### config.mk
export PLATFORM = sky130hd
export DESIGN_NAME = hazard_top
export DESIGN_NICKNAME = d
export VERILOG_FILES = /design/src/verilog/hazard_pkg.sv /design/src/verilog/hazard_top.sv /design/src/verilog/id_stage_reg.sv /design/src/verilog/id_stall.sv /design/src/verilog/instr_decode.sv /design/src/verilog/pending_writes.sv
export SDC_FILE = /design/constraint.sdc
export NUM_CORES = 1
export LEC_CHECK = 0
export BUFFER_PORTS_ARGS = -buffer_cell sky130_fd_sc_hd__buf_4
export CORE_AREA = 3 3 108 110
export CTS_BUF_LIST = sky130_fd_sc_hd__clkbuf_4 sky130_fd_sc_hd__clkbuf_8
export DETAILED_ROUTE_END_ITERATION = 8
export DIE_AREA = 0 0 111 113
export PLACE_DENSITY = 0.81
export SLEW_MARGIN = 30
export SYNTH_ARGS = -nofsm -noshare
export SYNTH_HDL_FRONTEND = slang
export SYNTH_HIERARCHICAL = 1
export SYNTH_SLANG_ARGS = --single-unit
### constraint.sdc
create_clock -name clk -period 8.04 [get_ports clk]
set_input_delay 1.206 -clock clk [delete_from_list [all_inputs] [get_ports clk]]
set_output_delay 1.206 -clock clk [all_outputs]
set_load 0.03 [all_outputs]
### src/verilog/hazard_pkg.sv
package hazard_pkg;

    // width of a register address, x0 to x31
    localparam int REG_ADDR_WIDTH = 5;

    // major opcodes of the RV64I formats that the hazard logic looks at
    typedef enum logic [6:0] {
        OPC_LOAD   = 7'b000_0011,
        OPC_STORE  = 7'b010_0011,
        OPC_BRANCH = 7'b110_0011,
        OPC_OP_IMM = 7'b001_0011,
        OPC_OP     = 7'b011_0011,
        OPC_LUI    = 7'b011_0111,
        OPC_JAL    = 7'b110_1111
    } opcode_e;

    // classification of an instruction as seen by the hazard unit
    // only CLS_LOAD produces a result that cannot be forwarded in time
    typedef enum logic [2:0] {
        CLS_NONE   = 3'd0,
        CLS_ALU    = 3'd1,
        CLS_LOAD   = 3'd2,
        CLS_STORE  = 3'd3,
        CLS_BRANCH = 3'd4
    } op_class_e;

endpackage

### src/verilog/hazard_top.sv
module hazard_top import hazard_pkg::*; #(
    parameter int LOAD_LATENCY = 1
) (
    input  logic                      clk,
    input  logic                      rst_n,
    input  logic                      instr_valid,
    input  logic [31:0]               instr,
    input  logic [63:0]               pc,
    output logic                      fetch_hold,
    output logic                      issue_valid,
    output logic [63:0]               issue_pc,
    output logic [REG_ADDR_WIDTH-1:0] issue_rd,
    output op_class_e                 issue_class
);

    logic                      id_valid;
    logic [31:0]               id_instr;
    logic [63:0]               id_pc;
    logic [REG_ADDR_WIDTH-1:0] rs1;
    logic [REG_ADDR_WIDTH-1:0] rs2;
    logic [REG_ADDR_WIDTH-1:0] rd;
    logic                      use_rs1;
    logic                      use_rs2;
    logic                      writes_rd;
    op_class_e                 op_class;
    logic                      ex_valid;
    logic [REG_ADDR_WIDTH-1:0] ex_rd;
    logic                      ex_load;
    logic                      mem_valid;
    logic [REG_ADDR_WIDTH-1:0] mem_rd;
    logic                      mem_load;
    logic                      stall;

    id_stage_reg id_stage_reg_i (
        .clk         (clk),
        .rst_n       (rst_n),
        .instr_valid (instr_valid),
        .instr       (instr),
        .pc          (pc),
        .stall       (stall),
        .id_valid    (id_valid),
        .id_instr    (id_instr),
        .id_pc       (id_pc)
    );

    instr_decode instr_decode_i (
        .id_instr  (id_instr),
        .rs1       (rs1),
        .rs2       (rs2),
        .rd        (rd),
        .use_rs1   (use_rs1),
        .use_rs2   (use_rs2),
        .writes_rd (writes_rd),
        .op_class  (op_class)
    );

    id_stall #(
        .LOAD_LATENCY (LOAD_LATENCY)
    ) id_stall_i (
        .id_valid  (id_valid),
        .rs1       (rs1),
        .rs2       (rs2),
        .use_rs1   (use_rs1),
        .use_rs2   (use_rs2),
        .ex_valid  (ex_valid),
        .ex_rd     (ex_rd),
        .ex_load   (ex_load),
        .mem_valid (mem_valid),
        .mem_rd    (mem_rd),
        .mem_load  (mem_load),
        .stall     (stall)
    );

    pending_writes #(
        .LOAD_LATENCY (LOAD_LATENCY)
    ) pending_writes_i (
        .clk         (clk),
        .rst_n       (rst_n),
        .stall       (stall),
        .id_valid    (id_valid),
        .id_pc       (id_pc),
        .rd          (rd),
        .writes_rd   (writes_rd),
        .op_class    (op_class),
        .ex_valid    (ex_valid),
        .ex_rd       (ex_rd),
        .ex_load     (ex_load),
        .mem_valid   (mem_valid),
        .mem_rd      (mem_rd),
        .mem_load    (mem_load),
        .issue_valid (issue_valid),
        .issue_pc    (issue_pc),
        .issue_rd    (issue_rd),
        .issue_class (issue_class)
    );

    // a stalled ID stage also asks fetch to hold its word
    assign fetch_hold = stall;

endmodule

### src/verilog/id_stage_reg.sv
module id_stage_reg (
    input  logic        clk,
    input  logic        rst_n,
    input  logic        instr_valid,
    input  logic [31:0] instr,
    input  logic [63:0] pc,
    input  logic        stall,
    output logic        id_valid,
    output logic [31:0] id_instr,
    output logic [63:0] id_pc
);

    // the valid bit is the only control state of the stage
    always_ff @(posedge clk or negedge rst_n) begin
        if (!rst_n) begin
            id_valid <= 1'b0;
        end else if (!stall) begin
            id_valid <= instr_valid;
        end
    end

    // instruction word and pc are held while the stage is stalled
    // fetch keeps its outputs steady during fetch_hold, so nothing is lost
    always_ff @(posedge clk) begin
        if (!stall) begin
            id_instr <= instr;
            id_pc    <= pc;
        end
    end

endmodule

### src/verilog/id_stall.sv
module id_stall import hazard_pkg::*; #(
    parameter int LOAD_LATENCY = 1
) (
    input  logic                      id_valid,
    input  logic [REG_ADDR_WIDTH-1:0] rs1,
    input  logic [REG_ADDR_WIDTH-1:0] rs2,
    input  logic                      use_rs1,
    input  logic                      use_rs2,
    input  logic                      ex_valid,
    input  logic [REG_ADDR_WIDTH-1:0] ex_rd,
    input  logic                      ex_load,
    input  logic                      mem_valid,
    input  logic [REG_ADDR_WIDTH-1:0] mem_rd,
    input  logic                      mem_load,
    output logic                      stall
);

    logic rs1_live;
    logic rs2_live;
    logic ex_pending;
    logic mem_pending;
    logic ex_hit;
    logic mem_hit;

    // only loads in the latency window matter since ALU results are forwarded
    generate
        if (LOAD_LATENCY != 1 && LOAD_LATENCY != 2) begin : g_bad_latency
            $error("id_stall: LOAD_LATENCY must be 1 or 2");
        end
    endgenerate

    // x0 is hardwired to zero and is never waited for
    assign rs1_live = use_rs1 && (rs1 != '0);
    assign rs2_live = use_rs2 && (rs2 != '0);

    assign ex_pending  = ex_valid && ex_load;
    assign mem_pending = mem_valid && mem_load && (LOAD_LATENCY == 2);

    assign ex_hit = ex_pending &&
                    ((rs1_live && (rs1 == ex_rd)) || (rs2_live && (rs2 == ex_rd)));

    assign mem_hit = mem_pending &&
                     ((rs1_live && (rs1 == mem_rd)) || (rs2_live && (rs2 == mem_rd)));

    // held for as many cycles as the producing load stays in the window
    assign stall = id_valid && (ex_hit || mem_hit);

endmodule

### src/verilog/instr_decode.sv
module instr_decode import hazard_pkg::*; (
    input  logic [31:0]               id_instr,
    output logic [REG_ADDR_WIDTH-1:0] rs1,
    output logic [REG_ADDR_WIDTH-1:0] rs2,
    output logic [REG_ADDR_WIDTH-1:0] rd,
    output logic                      use_rs1,
    output logic                      use_rs2,
    output logic                      writes_rd,
    output op_class_e                 op_class
);

    opcode_e opcode;

    // register fields sit at the same place in every format
    assign rs1    = id_instr[19:15];
    assign rs2    = id_instr[24:20];
    assign rd     = id_instr[11:7];
    assign opcode = opcode_e'(id_instr[6:0]);

    // the use flags are the single place where a source is qualified,
    // the stall unit trusts them as they are
    always_comb begin
        op_class  = CLS_NONE;
        use_rs1   = 1'b0;
        use_rs2   = 1'b0;
        writes_rd = 1'b0;
        case (opcode)
            OPC_LOAD: begin
                op_class  = CLS_LOAD;
                use_rs1   = 1'b1;
                writes_rd = 1'b1;
            end
            OPC_OP_IMM: begin
                // I-type, the rs2 field holds immediate bits
                op_class  = CLS_ALU;
                use_rs1   = 1'b1;
                writes_rd = 1'b1;
            end
            OPC_OP: begin
                op_class  = CLS_ALU;
                use_rs1   = 1'b1;
                use_rs2   = 1'b1;
                writes_rd = 1'b1;
            end
            OPC_STORE: begin
                // rs2 carries the store data, bits 11:7 are immediate
                op_class = CLS_STORE;
                use_rs1  = 1'b1;
                use_rs2  = 1'b1;
            end
            OPC_BRANCH: begin
                op_class = CLS_BRANCH;
                use_rs1  = 1'b1;
                use_rs2  = 1'b1;
            end
            OPC_LUI: begin
                op_class  = CLS_ALU;
                writes_rd = 1'b1;
            end
            OPC_JAL: begin
                // the link value is ready in EX like any ALU result
                op_class  = CLS_ALU;
                writes_rd = 1'b1;
            end
            default: begin
                op_class  = CLS_NONE;
                use_rs1   = 1'b0;
                use_rs2   = 1'b0;
                writes_rd = 1'b0;
            end
        endcase
    end

endmodule

### src/verilog/pending_writes.sv
module pending_writes import hazard_pkg::*; #(
    parameter int LOAD_LATENCY = 1
) (
    input  logic                      clk,
    input  logic                      rst_n,
    input  logic                      stall,
    input  logic                      id_valid,
    input  logic [63:0]               id_pc,
    input  logic [REG_ADDR_WIDTH-1:0] rd,
    input  logic                      writes_rd,
    input  op_class_e                 op_class,
    output logic                      ex_valid,
    output logic [REG_ADDR_WIDTH-1:0] ex_rd,
    output logic                      ex_load,
    output logic                      mem_valid,
    output logic [REG_ADDR_WIDTH-1:0] mem_rd,
    output logic                      mem_load,
    output logic                      issue_valid,
    output logic [63:0]               issue_pc,
    output logic [REG_ADDR_WIDTH-1:0] issue_rd,
    output op_class_e                 issue_class
);

    logic        issue_now;
    logic [63:0] ex_pc;
    op_class_e   ex_class;

    // a stalled or empty ID stage sends a bubble into EX
    assign issue_now = id_valid && !stall;

    always_ff @(posedge clk or negedge rst_n) begin
        if (!rst_n) begin
            ex_valid <= 1'b0;
            ex_load  <= 1'b0;
        end else begin
            ex_valid <= issue_now;
            ex_load  <= issue_now && (op_class == CLS_LOAD);
        end
    end

    // rd is stored as x0 when nothing is written,
    // and x0 never matches a source in the stall unit
    always_ff @(posedge clk) begin
        ex_rd    <= writes_rd ? rd : '0;
        ex_pc    <= id_pc;
        ex_class <= op_class;
    end

    generate
        if (LOAD_LATENCY == 2) begin : g_mem_slot
            // load data still missing while the load sits in MEM
            always_ff @(posedge clk or negedge rst_n) begin
                if (!rst_n) begin
                    mem_valid <= 1'b0;
                    mem_load  <= 1'b0;
                end else begin
                    mem_valid <= ex_valid;
                    mem_load  <= ex_load;
                end
            end

            always_ff @(posedge clk) begin
                mem_rd <= ex_rd;
            end
        end else begin : g_no_mem_slot
            // load data is forwardable once the load leaves EX
            assign mem_valid = 1'b0;
            assign mem_load  = 1'b0;
            assign mem_rd    = '0;
        end
    endgenerate

    // the issue port shows what entered EX this cycle
    assign issue_valid = ex_valid;
    assign issue_pc    = ex_pc;
    assign issue_rd    = ex_rd;
    assign issue_class = ex_class;

endmodule
======== Yosys cells after proc, flatten, opt, wreduce, memory -nomap -nowiden ========
Index checks and enable logic that the tools add are counted.
word-level totals
  input port bits ......................... 99
  output and inout bits ................... 74
  register bits ........................... 164
  logic and storage cells ................. 39
cells by class
  eq/ne operators ......................... 10
  multiplexer cells ....................... 4
  reductions and logical operators ........ 17
operator list
  operator            number
  $eq 7x6->1 const B  3
  $eq 7x7->1 const B  2
  $pmux 3 s4          1
  $eq 5x5->1          2
  $reduce_bool 5->1   2
  $reduce_or 5->1     2
  $logic_and 1x1->1   9
  $eq 7x2->1 const B  1
  $eq 7x5->1 const B  1
  $reduce_or 4->1     1
  $eq 3x2->1 const B  1
  $mux 1              3
  $reduce_or 3->1     1
  $logic_not 1->1     1
  $logic_or 1x1->1    1

======== Longest topological paths before layout ========
  depth in word-level cells ............... 11
  mapped depth ............................ 7

======== Hierarchy ========
The synthesis kept the hierarchy.
modules (own cells, without submodules)
  module          area an instance (sq um)  cells an instance  instances  sequential area each (sq um)
  id_stage_reg    2926.6                    99                 1          2907.8
  pending_writes  1647.8                    96                 1          1491.4
  instr_decode    236.5                     35                 1          0.0
  id_stall        151.4                     21                 1          0.0

======== Least setup slack after synthesis ========
No wires, ideal clock.
  path type ............................... reg2reg
  start ................................... register id_stage_reg_i.id_instr[2]
  end ..................................... register id_stage_reg_i.id_instr[0], enable pin
  required time ........................... 7372 ps
  setup time .............................. 668 ps
  cell stages (with the launch flop) ...... 6
  setup slack ............................. 3520 ps
  path buffers ............................ 0
  clock period less this slack ............ 4520 ps
  arrival time ............................ 3852 ps
  cells stage by stage .................... edfxtp_1 > or3_4 > a21oi_1 > nand4_1 > o31ai_1 > inv_1
between the ends
  word-level cells in the longest chain between the ends .. 8
  elaborated cells between the ends (all ways) .. 16
ends and longest elaborated chain
  what                                      line                source
  from (decl)                               id_stage_reg.sv:9   output logic [31:0] id_instr,
  from (signal assigned)                    id_stage_reg.sv:26  id_instr <= instr;
  $eq 7x2->1, or another cell as far along  instr_decode.sv:27  case (opcode)
  $reduce_or 5->1 (no line) *               -
  $mux 1 *                                  instr_decode.sv:27
  via use_rs1                               hazard_top.sv:22    logic use_rs1;
  $logic_and 1x1->1 *                       id_stall.sv:33      assign rs1_live = use_rs1 && (rs1 != '0);
  $logic_and 1x1->1 *                       id_stall.sv:40      ((rs1_live && (rs1 == ex_rd)) || (rs2_live && (rs2 == ex_rd)));
  $logic_or 1x1->1 *                        id_stall.sv:40
  $logic_and 1x1->1 *                       id_stall.sv:39      assign ex_hit = ex_pending &&
  $logic_and 1x1->1 *                       id_stall.sv:46      assign stall = id_valid && (ex_hit || mem_hit);
  via fetch_hold                            hazard_top.sv:9     output logic fetch_hold,
The timed path passes the listed nets; every way through them passes the cells marked *.
A chain may end at the register's enable or synchronous reset.

======== Worst setup path in the final report ========
  start ................................... register id_stage_reg_i.id_instr[2]
  end ..................................... output fetch_hold
between the ends
  word-level cells in the longest chain between the ends .. 8
  elaborated cells between the ends (all ways) .. 16
ends and longest elaborated chain
  what                                      line
  $eq 7x2->1, or another cell as far along  instr_decode.sv:27
  $reduce_or 5->1 (no line) *               -
  $mux 1 *                                  instr_decode.sv:27
  via use_rs1                               hazard_top.sv:22
  $logic_and 1x1->1 *                       id_stall.sv:33
  $logic_and 1x1->1 *                       id_stall.sv:40
  $logic_or 1x1->1 *                        id_stall.sv:40
  $logic_and 1x1->1 *                       id_stall.sv:39
  $logic_and 1x1->1 *                       id_stall.sv:46
  to (decl)                                 hazard_top.sv:9
Marks and branches as above.

==> impl_metrics.csv <==
group,metric,value,unit
timing,max_freq,276,MHz
worst_setup_path,max_stage_delay,530,ps
run_status,status,"complete, no violations",
placement,port_buffers,162,
worst_setup_path,cp_slowest_cell,"o31ai_2",
timing,drv_slew,0,
floorplanning,fp.dieH,113,um
cells_and_area,fill_cells,828,
floorplanning,start_util,0.427,
timing,final.min_clock_period,3630,ps
routing,via_per_inst,4.25,
yosys,synth_nets,332,
clock_tree,postCtsResizedCells,0,
worst_setup_path,crit_path_max_fanout,5,
power_and_ir_drop,power_density,252,mW/mm^2
global_route,grt_pass1_wl,12700,um
timing,fin_ws,4410,ps
floorplanning,rows,38,
timing,finalHoldViolCount,0,
cells_and_area,post-route-util,0.580,
routing,drt_iter0_drc,79,
routing,first_pass_iters,4,
routing,via_count,2329,
timing,worst_pin_slew,611,ps
clock_tree,clock_path_buffers,2,
worst_setup_path,cp_top_family,"compound AO/OA/AOI/OAI gates",
cells_and_area,diodes,0,
routing,routed_wl,8200,um
cells_and_area,nNetsFinal,494,
worst_hold_path,min_path_type,"reg2reg",
cells_and_area,final_cells,548,
timing,slew_headroom,0.590,
run,maxCapViolations,0,
floorplanning,die_x,111,um
global_route,grtUsageTotal,0.137,
global_route,grt.overflow.total,0,
timing,period_share,0.451,
worst_setup_path,path_buf_inv,1,
worst_setup_path,worstSetupStartpointType,"flop",
clock_tree,tritoncts,"yes",
placement,post-place-ws,4580,ps
clock_tree,clock-root-buffer,"clkbuf_8",
yosys,synth_area,0.00461,sq mm
floorplanning,core-area,0.0108,sq mm
worst_setup_path,worst_ep_arrival_time,2420,ps
clock_tree,post_cts_buffers,0,
routing,routedWlPerCell,15.0,um
power_and_ir_drop,leakage,2.66,nW
yosys,syn_inst,233,
global_route,grt_pass1_vias,2546,
cells_and_area,drive_gt1_frac,0.500,
power_and_ir_drop,p_total,0.00158,W
timing,fin_tns_setup,0,ps
timing,finClkSkew,12.3,ps
routing,ant_nets,0,
global_route,antenna_found_initial,0,
clock_tree,worstSkewPairLatency,440,ps
worst_setup_path,crit_chain,"or3_4, a21oi_1, nand4_1, o31ai_2, buf_4",
floorplanning,ios,173,
worst_setup_path,path_class,"reg2out",
yosys,avgSynthCellArea,19.8,sq um
routing,drc,0,
timing,finalSetupViolCount,0,
clock_tree,cts_made_buffers,17,
placement,place_inst,516,
placement,hpwl,5980,um
worst_setup_path,worstSetupEndpointType,"output pin",
floorplanning,die-area,0.0125,sq mm
clock_tree,hold_buffers,0,
placement,gp_congestion,0.744,
power_and_ir_drop,peakVddDrop,0.000228,V
worst_setup_path,required,6830,ps
cells_and_area,layout-area-overhead-vs-synth,35.9,%
clock_tree,clkTransAtPathRegs,80,ps
cells_and_area,multiInputGateArea,343,sq um
cells_and_area,seqCellArea,0.00410,sq mm
yosys,synth_warnings,6,
clock_tree,htreeDepth,4,
clock_tree,cts_sinks,161,
timing,rsz0062_at_grt,"no",
global_route,grt_max_degree,47,
-- stage by stage --
stage,hold slack [ps],instance area (sq um)
floorplan,323,4610
global placement,324,5850
detailed placement,327,5870
CTS,346,6260
global route,352,6260
finish,345,6260
-- where the power goes --
part	internal [W]	leakage (nW)	switching [W]
combinational	0.0000523	0.924	0.0000535
sequential	0.000905	1.55	0.0000136
clock	0.000252	0.179	0.000299
-- cells in the final DEF, fill, tap and decap left out, types with 2 or more instances in the layout --
cell          n
edfxtp_1     86
nor3_1        2
xor2_1        3
buf_4       163
o21ai_1       2
nand3_1       2
dfrtp_1       3
dfxtp_1      72
nand2_1       4
clkinv_4      3
and2_1        6
clkinvlp_4    5
nand4_1       3
inv_6         5
xnor2_1       5
clkbuf_8     17
inv_1         2
a21oi_1       3
nor4_1        3
nor2_1        2
-- worst reg2reg max path, stage by stage, from the launching register on --
cell	delay, ps
edfxtp_1	460
or3_4	440
a21oi_1	160
nand4_1	110
o31ai_2	530
clkinv_2	90
buf_4	300
buf_12	270
-- worst paths after layout --
kind	startpoint	endpoint	slack, ps	cells past startpoint
hold / removal	id_stage_reg_i/id_pc[20]	pending_writes_i/issue_pc[20]	340	0
max in group asynchronous	rst_n	pending_writes_i/ex_load	7400	1
min in group asynchronous	rst_n	pending_writes_i/ex_valid	540	1
setup / recovery	id_stage_reg_i/id_instr[2]	fetch_hold	4410	5
setup reg to reg	id_stage_reg_i/id_instr[2]	id_stage_reg_i/id_pc[16]	5380	7
hold reg to reg	id_stage_reg_i/id_pc[20]	pending_writes_i/issue_pc[20]	340	0
-- metal layers --
metal	track usage	vias up	wire length (um)
met5	0	-	0
met4	0.0690	0	148
met3	0.0941	14	1090
met2	0.223	106	4210
met1	0.132	1072	2750
li1	-	1137	-
-- area by class of cell --
cell class,count,share of cell area
clock buffer,17,0.0374
clock inverter,15,0.0246
inverter,3,0.00200
multi-input combinational,48,0.0548
sequential,161,0.655
tap,140,0.0280
timing repair buffer,164,0.199
-- flip-flops by register name, indices dropped and copies added (netlist names) --
signal                        count
pending_writes_i/ex_load          1
id_stage_reg_i/id_valid           1
pending_writes_i/issue_class      3
pending_writes_i/ex_valid         1
id_stage_reg_i/id_pc             64
pending_writes_i/issue_pc        64
id_stage_reg_i/id_instr          22
pending_writes_i/ex_rd            5
Power figures use the tool's default switching activity.
